`config.mk`:
```
export PLATFORM = sky130hd
export DESIGN_NAME = f8_exec_top
export DESIGN_NICKNAME = d
export VERILOG_FILES = /design/src/logic/f8_exec_pkg.sv /design/src/logic/inst_decode.sv /design/src/logic/alu_execute.sv /design/src/logic/reg_writeback.sv /design/src/logic/f8_exec_top.sv
export VERILOG_INCLUDE_DIRS = /design/src /design/src/include
export SDC_FILE = /design/constraint.sdc
export NUM_CORES = 1
export LEC_CHECK = 0
export ABC_AREA = 1
export BUFFER_PORTS_ARGS = -buffer_cell sky130_fd_sc_hd__buf_2
export CAP_MARGIN = 10
export CELL_PAD_IN_SITES_DETAIL_PLACEMENT = 1
export CELL_PAD_IN_SITES_GLOBAL_PLACEMENT = 1
export CORE_MARGIN = 2
export CORE_UTILIZATION = 45
export CTS_CLUSTER_DIAMETER = 150
export CTS_CLUSTER_SIZE = 8
export DETAILED_ROUTE_END_ITERATION = 7
export PLACE_DENSITY_LB_ADDON = 0.1
export SLEW_MARGIN = 20
export SYNTH_ARGS = -nofsm -noshare
export SYNTH_HDL_FRONTEND = slang
export SYNTH_HIERARCHICAL = 1
export SYNTH_SLANG_ARGS = --single-unit
```
`constraint.sdc`:
```
create_clock -name clk -period 5.2 [get_ports clk]
set_input_delay 0 -clock clk [delete_from_list [all_inputs] [get_ports clk]]
set_output_delay 0 -clock clk [all_outputs]
set_load 0.05 [all_outputs]
```
`src/include/f8_exec_config.svh`:
```
`ifndef F8_EXEC_CONFIG_SVH
`define F8_EXEC_CONFIG_SVH

`define F8_BYTE_W 8
`define F8_WORD_W 16
`define F8_INST_W 24

// x, y and z
`define F8_NUM_REGS 3

`define F8_RESET_PC 16'h4000

`define F8_FLAG_W 5

`endif

```
`src/logic/f8_exec_pkg.sv`:
```
`include "f8_exec_config.svh"

package f8_exec_pkg;

	typedef enum logic [`F8_BYTE_W-1:0]
	{
		OPCODE_NOP = 8'h00,
		// 8-bit immediate forms
		OPCODE_ADD_XL_IMMD = 8'h10,
		OPCODE_ADC_XL_IMMD = 8'h11,
		OPCODE_SUB_XL_IMMD = 8'h12,
		OPCODE_SBC_XL_IMMD = 8'h13,
		OPCODE_AND_XL_IMMD = 8'h14,
		OPCODE_OR_XL_IMMD = 8'h15,
		OPCODE_XOR_XL_IMMD = 8'h16,
		OPCODE_CP_XL_IMMD = 8'h17,
		// one-byte unary forms
		OPCODE_INC_XL = 8'h20,
		OPCODE_DEC_XL = 8'h21,
		OPCODE_CLR_XL = 8'h22,
		OPCODE_TST_XL = 8'h23,
		OPCODE_SRL_XL = 8'h24,
		OPCODE_SLL_XL = 8'h25,
		OPCODE_RRC_XL = 8'h26,
		OPCODE_RLC_XL = 8'h27,
		OPCODE_LDW_Y_IMMD = 8'h30,
		OPCODE_ADDW_Y_IMMD = 8'h31,
		OPCODE_INCW_Y = 8'h32,
		OPCODE_CLRW_Y = 8'h33,
		OPCODE_TSTW_Y = 8'h34,
		OPCODE_JR_D = 8'h40,
		OPCODE_JRZ_D = 8'h41,
		OPCODE_JRNZ_D = 8'h42,
		OPCODE_JRC_D = 8'h43,
		OPCODE_JRNC_D = 8'h44,
		OPCODE_JRN_D = 8'h45,
		OPCODE_JRNN_D = 8'h46,
		OPCODE_ALTACC1 = 8'h51,
		OPCODE_ALTACC2 = 8'h52,
		OPCODE_ALTACC3 = 8'h53,
		OPCODE_ALTACC4 = 8'h54,
		OPCODE_ALTACC5 = 8'h55
	} opcode_t;

	// same word, immediate view or displacement view
	typedef union packed
	{
		struct packed
		{
			logic [`F8_WORD_W-1:0] imm;
			opcode_t opcode;
		} imm_form;
		struct packed
		{
			logic [`F8_INST_W-2*`F8_BYTE_W-1:0] unused;
			logic signed [`F8_BYTE_W-1:0] disp;
			opcode_t opcode;
		} rel_form;
	} inst_word_t;

	typedef enum logic [4:0]
	{
		OP_NOP, OP_ADD, OP_ADC, OP_SUB, OP_SBC, OP_AND, OP_OR, OP_XOR, OP_CP,
		OP_INC, OP_DEC, OP_CLR, OP_TST, OP_SRL, OP_SLL, OP_RRC, OP_RLC,
		OP_LDW, OP_ADDW, OP_INCW, OP_CLRW, OP_TSTW,
		OP_JUMP, OP_PREFIX
	} alu_op_t;

	// 8-bit accumulator, then 16-bit accumulator
	typedef enum logic [2:0]
	{
		ACCSEL_XL_Y = 3'b000,
		ACCSEL_YL_Z = 3'b010,
		ACCSEL_ZL_X = 3'b011,
		ACCSEL_XH_Y = 3'b101,
		ACCSEL_YH_Z = 3'b110,
		ACCSEL_ZH_Y = 3'b111
	} accsel_t;

	typedef enum logic [1:0]
	{
		REG_X = 2'd0,
		REG_Y = 2'd1,
		REG_Z = 2'd2
	} reg_idx_t;

	typedef enum logic [2:0]
	{
		FLAG_H = 3'd0,
		FLAG_C = 3'd1,
		FLAG_N = 3'd2,
		FLAG_Z = 3'd3,
		FLAG_O = 3'd4
	} flag_idx_t;

	typedef enum logic [2:0]
	{
		COND_ALWAYS, COND_Z, COND_NZ, COND_C, COND_NC, COND_N, COND_NN
	} jump_cond_t;

endpackage

```
`src/logic/inst_decode.sv`:
```
`include "f8_exec_config.svh"

module inst_decode
(
	input logic clk,
	input logic reset,
	input logic inst_valid,
	input f8_exec_pkg::inst_word_t inst,
	output logic dec_valid,
	output f8_exec_pkg::alu_op_t dec_op,
	output logic dec_wide,
	output f8_exec_pkg::reg_idx_t dec_reg,
	output logic [1:0] dec_mask,
	output logic dec_byte_hi,
	output logic [`F8_WORD_W-1:0] dec_imm,
	output f8_exec_pkg::jump_cond_t dec_cond,
	output logic [1:0] dec_size
);
	import f8_exec_pkg::*;

	accsel_t accsel;
	accsel_t next_accsel;
	alu_op_t op;
	jump_cond_t cond;
	logic wide;
	logic [1:0] size;
	logic byte_hi;
	reg_idx_t acc8_reg;
	reg_idx_t acc16_reg;
	logic [`F8_WORD_W-1:0] imm;

	always_comb
	begin
		case (inst.imm_form.opcode)
			OPCODE_ADD_XL_IMMD: op = OP_ADD;
			OPCODE_ADC_XL_IMMD: op = OP_ADC;
			OPCODE_SUB_XL_IMMD: op = OP_SUB;
			OPCODE_SBC_XL_IMMD: op = OP_SBC;
			OPCODE_AND_XL_IMMD: op = OP_AND;
			OPCODE_OR_XL_IMMD: op = OP_OR;
			OPCODE_XOR_XL_IMMD: op = OP_XOR;
			OPCODE_CP_XL_IMMD: op = OP_CP;
			OPCODE_INC_XL: op = OP_INC;
			OPCODE_DEC_XL: op = OP_DEC;
			OPCODE_CLR_XL: op = OP_CLR;
			OPCODE_TST_XL: op = OP_TST;
			OPCODE_SRL_XL: op = OP_SRL;
			OPCODE_SLL_XL: op = OP_SLL;
			OPCODE_RRC_XL: op = OP_RRC;
			OPCODE_RLC_XL: op = OP_RLC;
			OPCODE_LDW_Y_IMMD: op = OP_LDW;
			OPCODE_ADDW_Y_IMMD: op = OP_ADDW;
			OPCODE_INCW_Y: op = OP_INCW;
			OPCODE_CLRW_Y: op = OP_CLRW;
			OPCODE_TSTW_Y: op = OP_TSTW;
			OPCODE_JR_D, OPCODE_JRZ_D, OPCODE_JRNZ_D, OPCODE_JRC_D,
			OPCODE_JRNC_D, OPCODE_JRN_D, OPCODE_JRNN_D: op = OP_JUMP;
			OPCODE_ALTACC1, OPCODE_ALTACC2, OPCODE_ALTACC3,
			OPCODE_ALTACC4, OPCODE_ALTACC5: op = OP_PREFIX;
			// unknown opcodes behave as nop
			default: op = OP_NOP;
		endcase

		case (inst.imm_form.opcode)
			OPCODE_JRZ_D: cond = COND_Z;
			OPCODE_JRNZ_D: cond = COND_NZ;
			OPCODE_JRC_D: cond = COND_C;
			OPCODE_JRNC_D: cond = COND_NC;
			OPCODE_JRN_D: cond = COND_N;
			OPCODE_JRNN_D: cond = COND_NN;
			default: cond = COND_ALWAYS;
		endcase

		// any non-prefix drops back to the default selection
		case (inst.imm_form.opcode)
			OPCODE_ALTACC1: next_accsel = ACCSEL_XH_Y;
			OPCODE_ALTACC2: next_accsel = ACCSEL_YL_Z;
			OPCODE_ALTACC3: next_accsel = ACCSEL_ZL_X;
			OPCODE_ALTACC4: next_accsel = ACCSEL_YH_Z;
			OPCODE_ALTACC5: next_accsel = ACCSEL_ZH_Y;
			default: next_accsel = ACCSEL_XL_Y;
		endcase

		case (op)
			OP_ADD, OP_ADC, OP_SUB, OP_SBC, OP_AND, OP_OR, OP_XOR, OP_CP,
			OP_JUMP: size = 2'd2;
			OP_LDW, OP_ADDW: size = 2'd3;
			default: size = 2'd1;
		endcase
	end

	assign wide = op inside {OP_LDW, OP_ADDW, OP_INCW, OP_CLRW, OP_TSTW};
	assign byte_hi = accsel inside {ACCSEL_XH_Y, ACCSEL_YH_Z, ACCSEL_ZH_Y};

	always_comb
	begin
		case (accsel)
			ACCSEL_YL_Z, ACCSEL_YH_Z: acc8_reg = REG_Y;
			ACCSEL_ZL_X, ACCSEL_ZH_Y: acc8_reg = REG_Z;
			default: acc8_reg = REG_X;
		endcase
		case (accsel)
			ACCSEL_YL_Z, ACCSEL_YH_Z: acc16_reg = REG_Z;
			ACCSEL_ZL_X: acc16_reg = REG_X;
			default: acc16_reg = REG_Y;
		endcase
	end

	// jumps carry a sign-extended displacement
	assign imm = (op == OP_JUMP) ?
		{{(`F8_WORD_W-`F8_BYTE_W){inst.rel_form.disp[`F8_BYTE_W-1]}}, inst.rel_form.disp} :
		inst.imm_form.imm;

	always_ff @(posedge clk)
	begin
		if (reset)
		begin
			dec_valid <= 1'b0;
			accsel <= ACCSEL_XL_Y;
		end
		else
		begin
			dec_valid <= inst_valid;
			if (inst_valid)
				accsel <= next_accsel;
		end
	end

	always_ff @(posedge clk)
	begin
		if (inst_valid)
		begin
			dec_op <= op;
			dec_wide <= wide;
			dec_reg <= wide ? acc16_reg : acc8_reg;
			dec_mask <= wide ? 2'b11 : (byte_hi ? 2'b10 : 2'b01);
			dec_byte_hi <= byte_hi;
			dec_imm <= imm;
			dec_cond <= cond;
			dec_size <= size;
		end
	end

endmodule

```
`src/logic/alu_execute.sv`:
```
`include "f8_exec_config.svh"

module alu_execute
(
	input logic dec_valid,
	input f8_exec_pkg::alu_op_t dec_op,
	input logic dec_wide,
	input f8_exec_pkg::reg_idx_t dec_reg,
	input logic [1:0] dec_mask,
	input logic dec_byte_hi,
	input logic [`F8_WORD_W-1:0] dec_imm,
	input f8_exec_pkg::jump_cond_t dec_cond,
	input logic [1:0] dec_size,
	input logic [`F8_WORD_W-1:0] x,
	input logic [`F8_WORD_W-1:0] y,
	input logic [`F8_WORD_W-1:0] z,
	input logic [`F8_FLAG_W-1:0] flags,
	input logic [`F8_WORD_W-1:0] pc,
	output logic ex_valid,
	output f8_exec_pkg::reg_idx_t ex_reg,
	output logic [1:0] ex_mask,
	output logic [`F8_WORD_W-1:0] ex_data,
	output logic [`F8_FLAG_W-1:0] ex_flags,
	output logic [`F8_WORD_W-1:0] ex_pc
);
	import f8_exec_pkg::*;

	logic [`F8_WORD_W-1:0] acc16;
	logic [`F8_BYTE_W-1:0] acc8;
	logic [`F8_BYTE_W-1:0] imm8;
	logic [`F8_WORD_W-1:0] add_a;
	logic [`F8_WORD_W-1:0] add_b;
	logic add_cin;
	logic [4:0] sum_h;
	logic [`F8_BYTE_W:0] sum8;
	logic [`F8_WORD_W:0] sum16;
	logic [`F8_BYTE_W-1:0] res8;
	logic [`F8_WORD_W-1:0] res16;
	logic taken;

	// dec_reg already names the accumulator register
	always_comb
	begin
		case (dec_reg)
			REG_Y: acc16 = y;
			REG_Z: acc16 = z;
			default: acc16 = x;
		endcase
	end

	assign acc8 = dec_byte_hi ? acc16[`F8_WORD_W-1:`F8_BYTE_W] : acc16[`F8_BYTE_W-1:0];
	assign imm8 = dec_imm[`F8_BYTE_W-1:0];

	// subtraction is a plus ~b plus 1 (or plus C), no borrow inversion
	always_comb
	begin
		add_a = dec_wide ? acc16 : {8'h00, acc8};
		case (dec_op)
			OP_ADD, OP_ADC: add_b = {8'h00, imm8};
			OP_SUB, OP_SBC, OP_CP: add_b = {8'h00, ~imm8};
			OP_INC, OP_INCW: add_b = 16'h0001;
			OP_DEC: add_b = 16'h00ff;
			OP_ADDW: add_b = dec_imm;
			default: add_b = '0;
		endcase
		case (dec_op)
			OP_ADC, OP_SBC: add_cin = flags[FLAG_C];
			OP_SUB, OP_CP: add_cin = 1'b1;
			default: add_cin = 1'b0;
		endcase
	end

	assign sum_h = {1'b0, add_a[3:0]} + {1'b0, add_b[3:0]} + {4'd0, add_cin};
	assign sum8 = {1'b0, add_a[`F8_BYTE_W-1:0]} + {1'b0, add_b[`F8_BYTE_W-1:0]} +
		{{`F8_BYTE_W{1'b0}}, add_cin};
	assign sum16 = {1'b0, add_a} + {1'b0, add_b} + {{`F8_WORD_W{1'b0}}, add_cin};

	always_comb
	begin
		res8 = sum8[`F8_BYTE_W-1:0];
		res16 = sum16[`F8_WORD_W-1:0];
		ex_flags = flags;
		case (dec_op)
			OP_ADD, OP_ADC, OP_SUB, OP_SBC, OP_CP, OP_INC, OP_DEC:
			begin
				ex_flags[FLAG_H] = sum_h[4];
				ex_flags[FLAG_C] = sum8[`F8_BYTE_W];
				ex_flags[FLAG_O] = (add_a[7] == add_b[7]) && (res8[7] != add_a[7]);
			end
			// word forms leave H alone
			OP_ADDW, OP_INCW:
			begin
				ex_flags[FLAG_C] = sum16[`F8_WORD_W];
				ex_flags[FLAG_O] = (add_a[15] == add_b[15]) && (res16[15] != add_a[15]);
			end
			OP_AND: res8 = acc8 & imm8;
			OP_OR: res8 = acc8 | imm8;
			OP_XOR: res8 = acc8 ^ imm8;
			OP_SRL:
			begin
				res8 = {1'b0, acc8[7:1]};
				ex_flags[FLAG_C] = acc8[0];
			end
			OP_SLL:
			begin
				res8 = {acc8[6:0], 1'b0};
				ex_flags[FLAG_C] = acc8[7];
			end
			OP_RRC:
			begin
				res8 = {flags[FLAG_C], acc8[7:1]};
				ex_flags[FLAG_C] = acc8[0];
			end
			OP_RLC:
			begin
				res8 = {acc8[6:0], flags[FLAG_C]};
				ex_flags[FLAG_C] = acc8[7];
			end
			OP_CLR: res8 = '0;
			OP_CLRW: res16 = '0;
			OP_TST:
			begin
				res8 = acc8;
				ex_flags[FLAG_O] = ^acc8;
				ex_flags[FLAG_C] = 1'b0;
			end
			OP_TSTW:
			begin
				res16 = acc16;
				ex_flags[FLAG_O] = ^acc16;
				ex_flags[FLAG_C] = 1'b1;
			end
			OP_LDW: res16 = dec_imm;
			default: ex_flags = flags;
		endcase

		if (!(dec_op inside {OP_CLR, OP_CLRW, OP_JUMP, OP_PREFIX, OP_NOP}))
		begin
			ex_flags[FLAG_Z] = dec_wide ? (res16 == '0) : (res8 == '0);
			ex_flags[FLAG_N] = dec_wide ? res16[`F8_WORD_W-1] : res8[`F8_BYTE_W-1];
		end
	end

	always_comb
	begin
		case (dec_cond)
			COND_Z: taken = flags[FLAG_Z];
			COND_NZ: taken = !flags[FLAG_Z];
			COND_C: taken = flags[FLAG_C];
			COND_NC: taken = !flags[FLAG_C];
			COND_N: taken = flags[FLAG_N];
			COND_NN: taken = !flags[FLAG_N];
			default: taken = 1'b1;
		endcase
	end

	assign ex_valid = dec_valid;
	assign ex_reg = dec_reg;
	assign ex_data = dec_wide ? res16 : {res8, res8};
	assign ex_mask = (dec_op inside {OP_CP, OP_TST, OP_TSTW, OP_JUMP, OP_PREFIX, OP_NOP}) ?
		2'b00 : dec_mask;

	// taken jumps are relative to the jump's own address
	assign ex_pc = (dec_op == OP_JUMP && taken) ? pc + dec_imm :
		pc + {{(`F8_WORD_W-2){1'b0}}, dec_size};

endmodule

```
`src/logic/reg_writeback.sv`:
```
`include "f8_exec_config.svh"

module reg_writeback
(
	input logic clk,
	input logic reset,
	input logic ex_valid,
	input f8_exec_pkg::reg_idx_t ex_reg,
	input logic [1:0] ex_mask,
	input logic [`F8_WORD_W-1:0] ex_data,
	input logic [`F8_FLAG_W-1:0] ex_flags,
	input logic [`F8_WORD_W-1:0] ex_pc,
	output logic [`F8_WORD_W-1:0] x,
	output logic [`F8_WORD_W-1:0] y,
	output logic [`F8_WORD_W-1:0] z,
	output logic [`F8_FLAG_W-1:0] flags,
	output logic [`F8_WORD_W-1:0] pc,
	output logic retire,
	output f8_exec_pkg::reg_idx_t wb_reg,
	output logic [1:0] wb_mask,
	output logic [`F8_WORD_W-1:0] wb_data
);
	import f8_exec_pkg::*;

	logic [`F8_WORD_W-1:0] regs [`F8_NUM_REGS];

	assign x = regs[REG_X];
	assign y = regs[REG_Y];
	assign z = regs[REG_Z];

	// byte lanes written separately
	always_ff @(posedge clk)
	begin
		if (reset)
		begin
			for (int i = 0; i < `F8_NUM_REGS; i++)
				regs[i] <= '0;
			flags <= '0;
			pc <= `F8_RESET_PC;
		end
		else if (ex_valid)
		begin
			if (ex_mask[0])
				regs[ex_reg][`F8_BYTE_W-1:0] <= ex_data[`F8_BYTE_W-1:0];
			if (ex_mask[1])
				regs[ex_reg][`F8_WORD_W-1:`F8_BYTE_W] <= ex_data[`F8_WORD_W-1:`F8_BYTE_W];
			flags <= ex_flags;
			pc <= ex_pc;
		end
	end

	always_ff @(posedge clk)
	begin
		if (reset)
			retire <= 1'b0;
		else
			retire <= ex_valid;
	end

	// write record, qualified by retire
	always_ff @(posedge clk)
	begin
		if (ex_valid)
		begin
			wb_reg <= ex_reg;
			wb_mask <= ex_mask;
			wb_data <= ex_data;
		end
	end

endmodule

```
`src/logic/f8_exec_top.sv`:
```
`include "f8_exec_config.svh"

module f8_exec_top
(
	input logic clk,
	input logic reset,
	input logic inst_valid,
	input f8_exec_pkg::inst_word_t inst,
	output logic retire,
	output f8_exec_pkg::reg_idx_t wb_reg,
	output logic [1:0] wb_mask,
	output logic [`F8_WORD_W-1:0] wb_data,
	output logic [`F8_FLAG_W-1:0] flags,
	output logic [`F8_WORD_W-1:0] pc
);
	import f8_exec_pkg::*;

	// decode to execute
	logic dec_valid;
	alu_op_t dec_op;
	logic dec_wide;
	reg_idx_t dec_reg;
	logic [1:0] dec_mask;
	logic dec_byte_hi;
	logic [`F8_WORD_W-1:0] dec_imm;
	jump_cond_t dec_cond;
	logic [1:0] dec_size;

	// execute to writeback
	logic ex_valid;
	reg_idx_t ex_reg;
	logic [1:0] ex_mask;
	logic [`F8_WORD_W-1:0] ex_data;
	logic [`F8_FLAG_W-1:0] ex_flags;
	logic [`F8_WORD_W-1:0] ex_pc;

	// architectural registers
	logic [`F8_WORD_W-1:0] x;
	logic [`F8_WORD_W-1:0] y;
	logic [`F8_WORD_W-1:0] z;

	inst_decode u_decode (.*);

	alu_execute u_execute (.*);

	reg_writeback u_writeback (.*);

endmodule

```
==> flow_metrics.py <==
metrics = {
    "run_status": {
        "status": "complete, no violations",
    },
    "finish": {
        "layout-drive-gt1-share_pct": 13.5,
        "largest_reg_flops": 48,
        "multi_input_area_sq_um": 5350,
        "fillers": 2723,
        "area_growth_pct": 14.2,
        "seqCellArea_sq_um": 3520,
        "diodes": 0,
        "final_nets": 1516,
        "regMostFlops": "u_writeback/regs",
        "final_area_sq_um": 11100,
        "final_cells": 1716,
    },
    "global_route": {
        "grt_pass1_wl_um": 52800,
        "use_met2_pct": 52.7,
        "met1_usage_pct": 38.4,
        "first_global_vias": 9793,
        "grt_overflow": 0,
        "track_usage_pct": 31.0,
        "use_met3_pct": 5.90,
        "gr-max-usage-layer": "met2",
        "grt_start_max_net_pins": 38,
        "antenna_found_initial": 0,
    },
    "power": {
        "swShare_pct": 36.4,
        "p_comb_share_pct": 28.6,
        "intPower_mw": 2.26,
        "leakage_nw": 5.47,
        "power_frac_clock_pct": 37.2,
        "total_power_mw": 3.55,
        "power_density_nw_per_um2": 321,
        "power_frac_seq_pct": 34.2,
        "vdd_drop_max_mv": 0.218,
        "p_sw_mw": 1.29,
    },
    "floorplan": {
        "rows": 53,
        "die-area_sq_um": 22800,
        "io_pins": 69,
        "core-area_sq_um": 21100,
        "die_h_um": 151,
        "fp.dieW_um": 151,
        "start_util_pct": 46.0,
    },
    "worst_hold_path": {
        "min_path_type": "in -> reg",
        "hold_start": "inst[7]",
        "hold_depth": 4,
    },
    "worst_setup_path": {
        "arrival_ps": 4980,
        "cpMostUsedCell": "nand2_1",
        "required_ps": 5560,
        "start_kind": "register",
        "critPathMaxFanout": 32,
        "path_class": "reg -> reg",
        "endpoint_kind": "register",
        "rrSetupSlack_ps": 580,
        "critPathSlowestCell": "fa_1",
        "slowest_delay_ps": 520,
        "r2r-start": "u_decode/dec_reg[0]",
        "critPathLaunch": "u_decode/dec_reg[0]",
        "r2r_cells": 29,
    },
    "synthesis": {
        "syn_inst": 1345,
        "postSynth.asyncResetShare_pct": 0,
        "synth_edf_count": 100,
        "synth_flop_cell": "edfxtp_1",
        "synth.distinct_cells": 56,
        "ys_seq_area_share_pct": 36.3,
        "ys_seq_elements": 126,
        "syn-cell-area_sq_um": 9700,
        "avgSynthCellArea_sq_um": 7.21,
        "synth-warning-count": 6,
        "syn_nets": 1433,
    },
    "timing": {
        "rsz0062_at_grt": "no",
        "fmax_ghz": 0.217,
        "slew_headroom_pct": 28.3,
        "drv_slew": 0,
        "fin_setup_tns_ps": 0,
        "fin_crit_ps": 4620,
        "setup_slack_ps": 581,
        "finalSetupViolations": 0,
        "worst_slew_pin_slew_ps": 1070,
        "hold_violations": 0,
        "fin_skew_ps": 7.11,
        "period_share_pct": 88.8,
    },
    "run": {
        "cap_viol_max_count": 0,
    },
    "placement": {
        "place_ws_ps": 502,
        "dp_cells": 1667,
        "dpl_cell_area_sq_um": 10300,
        "hpwl_um": 25900,
        "io_buffers": 68,
        "gp_congestion": 0.937,
    },
    "cts": {
        "cts-root-buf": "clkbuf_16",
        "cts-buffers-inserted": 17,
        "cts_tree": "yes",
        "cts_num_sinks": 126,
        "clock_latency_ps": 430,
        "cts.htree.levels": 4,
        "clk_pin_slew_worst_paths_ps": 60,
        "clock_path_buffers": 2,
    },
    "route": {
        "via_count": 9533,
        "drt_iter0_drc": 594,
        "viasPerCell": 5.56,
        "first_pass_iters": 5,
        "antenna_left": 0,
        "drc": 0,
        "wl_um": 34400,
        "avgRoutedWirePerCell_um": 20.0,
    },
}
[placed cells by master, fill, tap and decap left out, drive strengths merged, types with 3 or more instances in the layout]
cell type and count:
clkbuf 18, xnor2 10, inv 180, nor3 6, bufinv 4, o211ai 10
ha 58, and2 3, or2 17, nand3b 3, nand4 14, xor2 20
nor2 227, clkinv 5, buf 75, fa 3, a21oi 51, a31oi 5
dfxtp 26, edfxtp 100, nand2 398, o21ai 62, dlygate4sd3 17, nand3 108
[critical path: cells and delay by family (launching register included)]
| family | cells | cell delay (ps) |
|---|---|---|
| buffers and inverters | 4 | 560 |
| DFF | 1 | 470 |
| AOI/OAI and AO/OA | 1 | 160 |
| adders and majority gates | 3 | 1260 |
| and+or+nand+nor | 21 | 2090 |
[logic make-up (layout without fill, tap and decap cells)]
kind of cell    count (synthesis)  after routing  share of synthesized area [%]
compound gates                146            146                           8.67
xor+xnor                       30             30                           2.86
simple gates                  778            778                           35.4
fa+ha+maj                      61             61                           8.10
flops                         126            126                           36.3
buf+inv                       204            300                           8.63
[worst paths after layout]
| path | to |
|---|---|
| max | u_writeback/flags[3] |
| min | u_decode/dec_op[4] |
| max reg2reg | u_writeback/flags[3] |
| min reg2reg | u_writeback/pc[14] |
[cells in the mapped netlist (9+ instances only)]
cell      count  share of area (%)
a21oi_1      51                2.6
xnor2_1      10               0.90
edfxtp_1    100                 31
or2_1        11               0.71
nand2_1     371                 14
buf_2        10               0.52
nand3_1     101                5.2
nand4_1      13               0.84
ha_1         58                7.5
nor2_1      208                8.0
inv_1       158                6.1
dfxtp_1      26                5.4
xor2_1       18                1.6
o21ai_0      52                2.7
nand2_2      25                1.6
inv_2        15               0.58
o211ai_1      9               0.70
[metrics by stage]
stage | utilization (%) | hold WS, ps
after floorplan | - | 72.4
final | 52.5 | 99.9
after CTS | 52.5 | 93.1
after global routing | 52.5 | 108
after global placement | 48.7 | 178
after detailed placement | 48.7 | 180
[metal layers]
layer  part of all wire [%]  up-vias
li1                       -     4516
met1                     43     4653
met2                     47      280
met3                    5.4       84
met4                    4.0        0
met5                      0        -
[power groups by stage]
stage | Combinational [mW] | Clock, mW | Sequential (mW)
floorplan | 0.613 | 0 | 1.30
global placement | 0.952 | 0 | 1.23
detailed placement | 0.977 | 0 | 1.24
CTS | 1.00 | 1.34 | 1.22
global route | 1.11 | 1.37 | 1.22
finish | 1.02 | 1.32 | 1.21
[cell type report]
| cell class | count | share of cell area (%) |
|---|---|---|
| multi-input combinational | 1015 | 48.3 |
| sequential | 126 | 31.8 |
| tap | 275 | 3.11 |
| timing repair buffer | 92 | 5.08 |
| clock inverter | 14 | 1.83 |
| inverter | 176 | 6.03 |
| clock buffer | 18 | 3.87 |
[timing repair]
item | in CTS | in global routing
buffers inserted | 0 | 0
resized for setup | 0 | 3
setup endpoints to repair | 0 | 1
hold endpoints to repair | 19 | 0
hold buffers | 17 | 0
Power figures use the tool's default switching activity.
